--- config.mk ---
export PLATFORM = sky130hd
export DESIGN_NAME = beat_bridge_top
export DESIGN_NICKNAME = d
export VERILOG_FILES = /design/src/rtl/beat_bridge_pkg.sv /design/src/rtl/skid_fifo.sv /design/src/rtl/beat_src_fifo.sv /design/src/rtl/latency_bridge.sv /design/src/rtl/pkt_checksum.sv /design/src/rtl/beat_bridge_top.sv
export VERILOG_INCLUDE_DIRS = /design/src /design/src/include
export SDC_FILE = /design/constraint.sdc
export NUM_CORES = 1
export LEC_CHECK = 0
export BUFFER_PORTS_ARGS = -buffer_cell sky130_fd_sc_hd__buf_2
export CORE_UTILIZATION = 50
export CTS_CLUSTER_DIAMETER = 30
export CTS_CLUSTER_SIZE = 20
export DETAILED_ROUTE_END_ITERATION = 12
export GPL_TIMING_DRIVEN = 0
export PLACE_DENSITY = 0.72
export SLEW_MARGIN = 20
export SYNTH_ARGS = -nofsm -noshare
export SYNTH_HDL_FRONTEND = slang
export SYNTH_SLANG_ARGS = --single-unit
--- constraint.sdc ---
create_clock -name clk -period 10.6 [get_ports clk]
set_clock_uncertainty 0.05 [all_clocks]
set_input_delay 1.06 -clock clk [delete_from_list [all_inputs] [get_ports clk]]
set_output_delay 1.06 -clock clk [all_outputs]
set_load 0.05 [all_outputs]
--- src/include/beat_bridge_params.svh ---
// Shared sizing macros for the beat bridge; include wherever a width or depth is needed

`ifndef BEAT_BRIDGE_PARAMS_SVH
`define BEAT_BRIDGE_PARAMS_SVH

// ========================================
// Data path widths
// ========================================

// Width of the data field carried by each beat
`define BB_DATA_W 32

// ========================================
// Buffer depths
// ========================================

// Entries in the source FIFO ahead of the bridge
`define BB_SRC_DEPTH 16

// Entries in the bridge skid buffer
// Four slots cover the read in flight plus consumer stalls
`define BB_SKID_DEPTH 4

// Entries in the consumer summary queue
`define BB_SUM_DEPTH 2

`endif

--- src/rtl/beat_bridge_pkg.sv ---
// Common types for the beat bridge data path; compile first, import where the types are used

`include "beat_bridge_params.svh"

package beat_bridge_pkg;

        // ========================================
        // Stream payloads
        // ========================================

        // One beat of a packet
        // last marks the final beat of the packet
        typedef struct packed {
                logic [`BB_DATA_W-1:0] data;
                logic                  last;
        } beat_t;

        // Per packet summary built by the consumer
        // Beat count wraps modulo 256
        // Sum is the modular sum of all data words
        typedef struct packed {
                logic [7:0]  beats;
                logic [31:0] sum;
        } pkt_sum_t;

        // ========================================
        // Status
        // ========================================

        // Skid buffer fill level, 0 up to BB_SKID_DEPTH inclusive
        typedef logic [$clog2(`BB_SKID_DEPTH + 1)-1:0] skid_occ_t;

endpackage

--- src/rtl/skid_fifo.sv ---
// Small synchronous FIFO with a combinational read port; payload type set per instance

module skid_fifo #(
        parameter int  DEPTH     = 4,
        parameter type payload_t = logic [7:0]
) (
        input  logic                         clk,
        input  logic                         rst,
        input  logic                         wr_valid,
        input  payload_t                     wr_data,
        input  logic                         rd_ready,
        output logic                         wr_ready,
        output logic                         rd_valid,
        output payload_t                     rd_data,
        output logic [$clog2(DEPTH + 1)-1:0] count
);

        // Pointer needs at least one bit even for a single entry
        localparam int PTR_W = (DEPTH > 1) ? $clog2(DEPTH) : 1;
        localparam int CNT_W = $clog2(DEPTH + 1);

        // ========================================
        // Storage
        // ========================================

        payload_t         mem [DEPTH];
        logic [PTR_W-1:0] wr_ptr;
        logic [PTR_W-1:0] rd_ptr;

        logic             wr_fire;
        logic             rd_fire;

        // Room only below DEPTH
        // A pop in the same cycle does not open a slot early
        assign wr_ready = (count < CNT_W'(DEPTH));
        assign rd_valid = (count != '0);

        assign wr_fire = wr_valid && wr_ready;
        assign rd_fire = rd_valid && rd_ready;

        // Head is read straight from memory, no output register
        assign rd_data = mem[rd_ptr];

        always_ff @(posedge clk) begin
                if (wr_fire) begin
                        mem[wr_ptr] <= wr_data;
                end
        end

        // ========================================
        // Pointer and count control
        // ========================================

        always_ff @(posedge clk) begin
                if (rst) begin
                        wr_ptr <= '0;
                        rd_ptr <= '0;
                end else begin
                        // Wrap by compare so odd depths work too
                        if (wr_fire) begin
                                if (wr_ptr == PTR_W'(DEPTH - 1)) begin
                                        wr_ptr <= '0;
                                end else begin
                                        wr_ptr <= wr_ptr + 1'b1;
                                end
                        end
                        if (rd_fire) begin
                                if (rd_ptr == PTR_W'(DEPTH - 1)) begin
                                        rd_ptr <= '0;
                                end else begin
                                        rd_ptr <= rd_ptr + 1'b1;
                                end
                        end
                end
        end

        // Entry count, also exported as fill level
        always_ff @(posedge clk) begin
                if (rst) begin
                        count <= '0;
                end else begin
                        case ({wr_fire, rd_fire})
                                2'b10:   count <= count + 1'b1;
                                2'b01:   count <= count - 1'b1;
                                default: count <= count;
                        endcase
                end
        end

endmodule

--- src/rtl/beat_src_fifo.sv ---
// Source FIFO with a valid/ready write port and a one-cycle-latency registered read port

`include "beat_bridge_params.svh"

module beat_src_fifo (
        input  logic                     clk,
        input  logic                     rst,
        input  logic                     in_valid,
        input  beat_bridge_pkg::beat_t   in_beat,
        input  logic                     rd_req,
        output logic                     in_ready,
        output logic                     src_avail,
        output beat_bridge_pkg::beat_t   src_beat
);

        import beat_bridge_pkg::*;

        localparam int DEPTH = `BB_SRC_DEPTH;
        localparam int PTR_W = $clog2(DEPTH);
        localparam int CNT_W = $clog2(DEPTH + 1);

        // ========================================
        // Storage and pointers
        // ========================================

        beat_t            mem [DEPTH];
        logic [PTR_W-1:0] wr_ptr;
        logic [PTR_W-1:0] rd_ptr;
        logic [CNT_W-1:0] count;

        logic             wr_fire;
        logic             rd_fire;

        // Write side accepts whenever a slot is free
        assign in_ready  = (count != CNT_W'(DEPTH));
        assign src_avail = (count != '0);

        assign wr_fire = in_valid && in_ready;
        // Strobe is qualified again so an empty FIFO is never popped
        assign rd_fire = rd_req && src_avail;

        // Beat lands in memory at the accepting edge
        always_ff @(posedge clk) begin
                if (wr_fire) begin
                        mem[wr_ptr] <= in_beat;
                end
        end

        // Registered read port
        // Value holds until the edge after the next strobe
        always_ff @(posedge clk) begin
                if (rd_fire) begin
                        src_beat <= mem[rd_ptr];
                end
        end

        // ========================================
        // Pointer and count control
        // ========================================

        always_ff @(posedge clk) begin
                if (rst) begin
                        wr_ptr <= '0;
                        rd_ptr <= '0;
                        count  <= '0;
                end else begin
                        if (wr_fire) begin
                                wr_ptr <= (wr_ptr == PTR_W'(DEPTH - 1)) ? '0 : wr_ptr + 1'b1;
                        end
                        if (rd_fire) begin
                                rd_ptr <= (rd_ptr == PTR_W'(DEPTH - 1)) ? '0 : rd_ptr + 1'b1;
                        end
                        // Simultaneous push and pop leave the count alone
                        case ({wr_fire, rd_fire})
                                2'b10:   count <= count + 1'b1;
                                2'b01:   count <= count - 1'b1;
                                default: count <= count;
                        endcase
                end
        end

endmodule

--- src/rtl/latency_bridge.sv ---
// Bridge from a latency-1 FIFO read port to a valid/ready stream through a skid buffer

`include "beat_bridge_params.svh"

module latency_bridge (
        input  logic                       clk,
        input  logic                       rst,
        input  logic                       src_avail,
        input  beat_bridge_pkg::beat_t     src_beat,
        input  logic                       br_ready,
        output logic                       rd_req,
        output logic                       br_valid,
        output beat_bridge_pkg::beat_t     br_beat,
        output beat_bridge_pkg::skid_occ_t occupancy
);

        import beat_bridge_pkg::*;

        // ========================================
        // Read in flight tracking
        // ========================================

        // Set the cycle after a read strobe, when src_beat carries the beat
        logic      in_flight;

        logic      skid_wr_valid;
        logic      skid_wr_ready;
        logic      write_stalled;
        logic      draining;
        skid_occ_t pending;
        logic      room;
        logic      rd_ready;

        assign skid_wr_valid = in_flight;

        // Arriving beat could not land because the skid is full
        assign write_stalled = skid_wr_valid && !skid_wr_ready;
        // Consumer takes a beat this cycle
        assign draining = br_valid && br_ready;

        // Stalled beat already owns a slot
        assign pending = occupancy + skid_occ_t'(write_stalled);
        assign room    = (pending < skid_occ_t'(`BB_SKID_DEPTH));

        // A beat leaving frees a slot for the next read
        // Never while a stalled beat still waits on src_beat
        assign rd_ready = room || (draining && !write_stalled);
        assign rd_req   = src_avail && rd_ready;

        // Flag holds through a stall so the beat is written once room opens
        // src_beat stays put since no new read goes out meanwhile
        always_ff @(posedge clk) begin
                if (rst) begin
                        in_flight <= 1'b0;
                end else begin
                        in_flight <= rd_req || write_stalled;
                end
        end

        // ========================================
        // Skid buffer
        // ========================================

        skid_fifo #(
                .DEPTH     (`BB_SKID_DEPTH),
                .payload_t (beat_t)
        ) i_skid_fifo (
                .clk      (clk),
                .rst      (rst),
                .wr_valid (skid_wr_valid),
                .wr_data  (src_beat),
                .rd_ready (br_ready),
                .wr_ready (skid_wr_ready),
                .rd_valid (br_valid),
                .rd_data  (br_beat),
                .count    (occupancy)
        );

endmodule

--- src/rtl/pkt_checksum.sv ---
// Packet consumer that folds beats into count and sum summaries and queues them out

`include "beat_bridge_params.svh"

module pkt_checksum (
        input  logic                      clk,
        input  logic                      rst,
        input  logic                      br_valid,
        input  beat_bridge_pkg::beat_t    br_beat,
        input  logic                      out_ready,
        output logic                      br_ready,
        output logic                      out_valid,
        output beat_bridge_pkg::pkt_sum_t out_sum
);

        import beat_bridge_pkg::*;

        // ========================================
        // Accumulator
        // ========================================

        // Running count and sum of the packet being received
        pkt_sum_t acc;
        // Summary including the beat on the input this cycle
        pkt_sum_t acc_next;

        logic     sum_wr_valid;
        logic     sum_wr_ready;
        logic     beat_fire;

        // Only take beats while a summary write can be accepted
        // So the last beat never has to wait on the queue
        assign br_ready  = sum_wr_ready;
        assign beat_fire = br_valid && br_ready;

        // Both fields wrap naturally at their widths
        assign acc_next.beats = acc.beats + 8'd1;
        assign acc_next.sum   = acc.sum + 32'(br_beat.data);

        // Summary written at the edge that accepts the last beat
        assign sum_wr_valid = beat_fire && br_beat.last;

        always_ff @(posedge clk) begin
                if (rst) begin
                        acc <= '0;
                end else if (beat_fire) begin
                        if (br_beat.last) begin
                                // Start fresh for the next packet
                                acc <= '0;
                        end else begin
                                acc <= acc_next;
                        end
                end
        end

        // ========================================
        // Summary queue
        // ========================================

        // Fill level is not needed here
        skid_fifo #(
                .DEPTH     (`BB_SUM_DEPTH),
                .payload_t (pkt_sum_t)
        ) i_sum_fifo (
                .clk      (clk),
                .rst      (rst),
                .wr_valid (sum_wr_valid),
                .wr_data  (acc_next),
                .rd_ready (out_ready),
                .wr_ready (sum_wr_ready),
                .rd_valid (out_valid),
                .rd_data  (out_sum),
                .count    ()
        );

endmodule

--- src/rtl/beat_bridge_top.sv ---
// Top level of the beat bridge: source FIFO, latency bridge and packet checksum in series

module beat_bridge_top (
        input  logic                       clk,
        input  logic                       rst,
        input  logic                       in_valid,
        input  beat_bridge_pkg::beat_t     in_beat,
        input  logic                       out_ready,
        output logic                       in_ready,
        output logic                       out_valid,
        output beat_bridge_pkg::pkt_sum_t  out_sum,
        output beat_bridge_pkg::skid_occ_t occupancy
);

        import beat_bridge_pkg::*;

        // ========================================
        // Internal links
        // ========================================

        // Source to bridge, strobe plus one cycle of latency
        logic  rd_req;
        logic  src_avail;
        beat_t src_beat;

        // Bridge to consumer, valid/ready
        logic  br_valid;
        logic  br_ready;
        beat_t br_beat;

        // Producer side
        beat_src_fifo i_beat_src_fifo (
                .clk       (clk),
                .rst       (rst),
                .in_valid  (in_valid),
                .in_beat   (in_beat),
                .rd_req    (rd_req),
                .in_ready  (in_ready),
                .src_avail (src_avail),
                .src_beat  (src_beat)
        );

        // Read tracking and skid buffering
        latency_bridge i_latency_bridge (
                .clk       (clk),
                .rst       (rst),
                .src_avail (src_avail),
                .src_beat  (src_beat),
                .br_ready  (br_ready),
                .rd_req    (rd_req),
                .br_valid  (br_valid),
                .br_beat   (br_beat),
                .occupancy (occupancy)
        );

        // Per packet summaries toward the outside
        pkt_checksum i_pkt_checksum (
                .clk       (clk),
                .rst       (rst),
                .br_valid  (br_valid),
                .br_beat   (br_beat),
                .out_ready (out_ready),
                .br_ready  (br_ready),
                .out_valid (out_valid),
                .out_sum   (out_sum)
        );

endmodule

Word-level counts from Yosys, hierarchy flattened --
Memory sizes are Yosys's and may differ from the RTL's. A register that Yosys moved wholly into a read port is not among the register bits. Cells that the tools add are included.
Storage, ports and cells: input port bits 37, memories 3, word-level logic and storage cells 84, memory bits (writable) 740, bits in registers 65
Memories:
- i_beat_src_fifo.mem | words 16, width 33, read ports 1, clocked after Yosys merged registers in 1, wr ports 1, line beat_src_fifo.sv:26 | beat_t mem [DEPTH];
- i_latency_bridge.i_skid_fifo.mem | words 4, width 33, read ports 1, clocked after Yosys merged registers in 1, wr ports 1, line skid_fifo.sv:26 | payload_t mem [DEPTH];
- i_pkt_checksum.i_sum_fifo.mem | words 2, width 40, read ports 1, clocked after Yosys merged registers in 1, wr ports 1, line skid_fifo.sv:26
Cells by class: add/sub/neg operators 15, order comparisons 3, muxes and demuxes 20, eq/ne operators 11, reductions and logical operators 20
Operators by type and width (count):
- two-way mux 40 bit | 1
- adder 32 bit | 1
- equality test 2 bit, second input constant | 5
- logical AND 1 bit | 10
- two-way mux 1 bit | 10
- one-hot mux 5 bit (2 select lines) | 1
- adder 4 x 1 -> 4 bit, second input constant | 2
- adder 8 x 1 -> 8 bit, second input constant | 1
- equality test 4 bit, second input constant | 2
- two-way mux 2 bit | 4
- two-way mux 4 bit | 2
- nonzero test 2 bit | 4
- adder 2 x 1 -> 2 bit, second input constant | 3
- equality test 2 x 1 -> 1 bit, second input constant | 3
- less-than comparator 3 bit, second input constant | 2
- one-hot mux 3 bit (2 select lines) | 1
- adder 5 x 1 -> 5 bit, second input constant | 1
- != test 5 bit, second input constant | 1
- nonzero test 5 bit | 1
- subtractor 5 x 1 -> 5 bit, second input constant | 1
- one-hot mux 2 bit (2 select lines) | 1
- adder 3 x 1 -> 3 bit | 1
- adder 3 x 1 -> 3 bit, second input constant | 1
- nonzero test 3 bit | 1
- other kinds (6) | 9

Logic depth before layout (Yosys ltp) --
depth in word-level cells 10, gate-level depth with buffers 14

Modules after synthesis --
From an unflattened synthesis, not the netlist that was laid out.
Unflattened totals: cells, all modules 1706, area total of the unflattened synthesis 33096.7 µm²
By module, submodules not included:
- beat_src_fifo | instances 1, cells each 946, sequential area each 17106.4 µm², area each 21545.7 µm²
- skid_fifo (i_latency_bridge.i_skid_fifo) | instances 1, cells each 224, sequential area each 4144.0 µm², area each 5276.3 µm²
- pkt_checksum | instances 1, cells each 380, sequential area each 800.8 µm², area each 3116.7 µm²
- skid_fifo (i_pkt_checksum.i_sum_fifo) | instances 1, cells each 147, sequential area each 2502.4 µm², area each 3085.5 µm²
- latency_bridge | instances 1, cells each 9, sequential area each 20.0 µm², area each 72.6 µm²

Least setup slack after synthesis --
OpenSTA, ideal clock, no wires.
path type input to register, from input in_valid, to memory i_beat_src_fifo.mem[3][0] in the netlist's numbering (enable), data arrival time 3.830 ns, path buffers 1, path slack 6.256 ns, stages on the path 4, path through and2_1 clkbuf_1 nand2_1 nor3_1
Between the ends: cells in the longest elaborated chain, start to end 3
RTL lines:
- start: declaration | line beat_bridge_top.sv:6 | input logic in_valid,
- logical AND 1 bit | line beat_src_fifo.sv:38 | assign wr_fire = in_valid && in_ready;
- two-way mux 1 bit | line beat_src_fifo.sv:44 | if (wr_fire) begin
- two-way mux 1 bit (implied by the code) | line beat_src_fifo.sv:45 | mem[wr_ptr] <= in_beat;
- end: declaration | line beat_src_fifo.sv:26
Every way passes these cells.

==> results.py <==
metrics = {
    "outcome": {
        "status": "finished clean",
    },
    "synth": {
        "synth_edf_count": 773,
        "syn_inst": 1652,
        "synthFlopType": "edfxtp_1",
        "synth_nets": 1740,
        "synth.yosys.seq_area_share_pct": 74.4,
        "synth_warnings": 0,
        "syn_avg_cell_area_um2": 20.0,
        "async_flop_share_pct": 0,
        "synth_cell_types": 56,
        "syn-cell-area_um2": 33000,
        "ys_ff_latch": 841,
    },
    "place": {
        "dp_slack_ns": 5.55,
        "gp_congestion": 0.920,
        "hpwl_mm": 44.0,
        "portBuffers": 80,
    },
    "worst_hold_path": {
        "hp-start": "i_pkt_checksum.acc[0]$_SDFFE_PP0P_",
        "hold_path_class": "register to register",
        "min_path_cells": 2,
        "whs_endpoint": "i_pkt_checksum.acc[0]$_SDFFE_PP0P_",
    },
    "global_routing": {
        "grt_pass1_vias": 17509,
        "grt_max_degree": 39,
        "track_usage_pct": 21.9,
        "grt-ovfl-total": 0,
        "antenna_found_initial": 12,
        "grt_pass1_wl_mm": 107,
    },
    "die": {
        "initial_utilization_pct": 50.9,
        "ios": 82,
        "die_h_um": 259,
        "die_w_um": 259,
        "rows": 93,
        "dieArea_um2": 67100,
        "placeableCoreArea_um2": 64800,
    },
    "timing": {
        "rsz0062_at_grt": "false",
        "worst_slack_ns": 5.70,
        "max_freq_ghz": 0.204,
        "final-setup-viol-count": 0,
        "hold_viol": 0,
        "worst_pin_slew_ns": 1.11,
        "fin_crit_ns": 4.90,
        "drv_slew": 0,
        "fin_tns_setup_ns": 0,
        "final.period_utilization_pct": 46.3,
        "slew_headroom_pct": 25.7,
    },
    "setup_path": {
        "cpMostUsedCell": "o21ai_0",
        "crit_required_ns": 11.17,
        "arrival_ns": 5.47,
        "ff2ff_path_depth": 14,
        "cpLargestDelayFamily": "compound AO/OA/AOI/OAI gates",
        "crit_buf_inv": 3,
        "crit_chain": "clkbuf_1, buf_1, mux4_2, ha_1, inv_1, fa_1, nor2b_1, o31ai_1, a21o_1, o21ai_0, a21boi_0, o21ai_0, xor2_1, a22o_1",
        "path_max_fanout": 10,
        "max_stage_delay_ns": 0.73,
        "end_kind": "register",
        "path_class": "register to register",
        "reg2reg_slack_ns": 5.70,
        "start_kind": "register",
        "slowest_stage": "buf_1",
        "timing.rr.end": "i_pkt_checksum.acc[26]$_SDFFE_PP0P_",
    },
    "power": {
        "ir_worst_vdd_uv": 156,
        "leakage_uw": 0.0134,
        "p_per_area_nw_per_um2": 315,
    },
    "cts": {
        "cts_tree": "yes",
        "cts_hold_buf": 0,
        "htreeDepth": 4,
        "clk_latency_ns": 0.73,
        "post-cts-setup-buffer-count": 0,
        "clock-sinks": 841,
        "numCtsBuffers": 141,
        "ctsResizeCount": 0,
        "clockBufferDepth": 3,
        "clk_pin_slew_ns": 0.06,
        "ctsRootBufferMaster": "clkbuf_16",
    },
    "route": {
        "vias": 16725,
        "detailedRoute.firstIterationViolations": 1346,
        "vias_per_cell": 5.78,
        "drt_first_pass_iters": 5,
        "drc_errors": 0,
        "wl_mm": 72.0,
        "drtAntennaViolNets": 0,
        "drt-wirelength-per-cell_um": 24.9,
    },
    "finish": {
        "area_growth_pct": 21.5,
        "final_common_cell": "edfxtp_1",
        "mostFrequentLayoutCells": "773 x edfxtp_1, 198 x mux4_2, 143 x clkbuf_16, 90 x buf_2, 68 x dfxtp_1",
        "layout.nets": 2002,
        "drive_gt1_share_pct": 31.2,
    },
    "flow_run": {
        "maxCapViolations": 0,
    },
}
==> Yosys cell counts, types with 8 or more instances <==
cell type | number | area, um2
o21ai_0 | 24 | 120
nor2_1 | 74 | 278
mux4_2 | 198 | 4460
xnor2_1 | 24 | 210
a21o_1 | 21 | 158
a21oi_1 | 60 | 300
nand2_1 | 46 | 173
mux2_2 | 40 | 450
edfxtp_1 | 773 | 23200
and3_1 | 10 | 62.6
buf_1 | 23 | 86.3
ha_1 | 48 | 601
clkbuf_1 | 48 | 180
nand3_1 | 9 | 45.0
dfxtp_1 | 68 | 1360
xor2_1 | 23 | 201
nand4_1 | 8 | 50.1
a22o_1 | 17 | 149
inv_1 | 25 | 93.8
a22oi_1 | 15 | 113
nor3_1 | 13 | 65.1
buf_2 | 9 | 45.0
==> worst max-delay path by stage <==
stage | to | slack (ns) | cells after the start
finish | i_pkt_checksum.acc[26]$_SDFFE_PP0P_ | 5.70 | 14
floorplan | i_beat_src_fifo.mem[3][0]$_DFFE_PP_ | 6.26 | 4
global placement | i_beat_src_fifo.mem[3][22]$_DFFE_PP_ | 3.11 | 5
detailed placement | i_pkt_checksum.i_sum_fifo.mem[1][28]$_DFFE_PP_ | 5.55 | 14
CTS | i_pkt_checksum.i_sum_fifo.mem[0][28]$_DFFE_PP_ | 5.55 | 14
global route | i_pkt_checksum.i_sum_fifo.mem[0][28]$_DFFE_PP_ | 5.25 | 14
==> worst reg2reg max path, cell delays in order, from the launching register on <==
cell	delay, ns
dfxtp_1	0.31
clkbuf_1	0.35
buf_1	0.73
mux4_2	0.63
ha_1	0.21
inv_1	0.08
fa_1	0.22
nor2b_1	0.07
o31ai_1	0.53
a21o_1	0.25
o21ai_0	0.32
a21boi_0	0.46
o21ai_0	0.17
xor2_1	0.20
a22o_1	0.23
==> per-stage QoR <==
step	instances	utilization (%)	cell area, um2	hold WS [ns]	total power (uW)
global placement	2587	53.2	34500	0.398	7920
detailed placement	2625	54.3	35200	0.404	8040
floorplan	1652	-	33000	0.386	7060
global route	2889	61.9	40100	0.447	13200
finish	2892	61.9	40100	0.412	12600
CTS	2886	61.8	40100	0.412	12700
==> layer usage <==
layer,track usage (%),share of wire [%]
met4,8.55,2.9
met3,6.57,7.9
met1,26.7,38
met2,36.8,52
met5,0,0.087
==> where the power goes <==
group,switching (uW),internal [uW],total [uW]
clock network,1650,2970,4620
logic,2170,1340,3510
registers,187,4310,4500
total,4010,8620,12600
==> state kept, by name (all words and copies together) (netlist names), 4 cells and up, named ones only <==
name,count
i_beat_src_fifo.src_beat,33
i_beat_src_fifo.wr_ptr,4
i_beat_src_fifo.count,5
i_beat_src_fifo.rd_ptr,4
i_pkt_checksum.acc,40
i_latency_bridge.i_skid_fifo.mem,132
i_pkt_checksum.i_sum_fifo.mem,80
i_beat_src_fifo.mem,528
==> cells by family after synthesis <==
kind of cell    after synthesis  share of synthesized area, %
fa+ha+maj                    51                          2.00
buf+inv                     105                          1.23
flops                       841                          74.4
mux                         241                          15.0
xor+xnor                     47                          1.25
simple gates                191                          2.66
compound gates              176                          3.48
==> area by class of cell <==
| class | instances | area (um2) |
|---|---|---|
| diodes | 5 | 12.5 |
| plain buffers | 80 | 317 |
| clock buffers | 157 | 3650 |
| clock inverters | 104 | 1220 |
| fillers | 4324 | 24700 |
| inverters | 25 | 93.8 |
| multi-input cells | 706 | 8170 |
| flip-flops and latches | 841 | 24600 |
| well taps | 855 | 1070 |
| repair buffers | 119 | 1000 |
No activity file was read; power rests on OpenSTA's default activity.
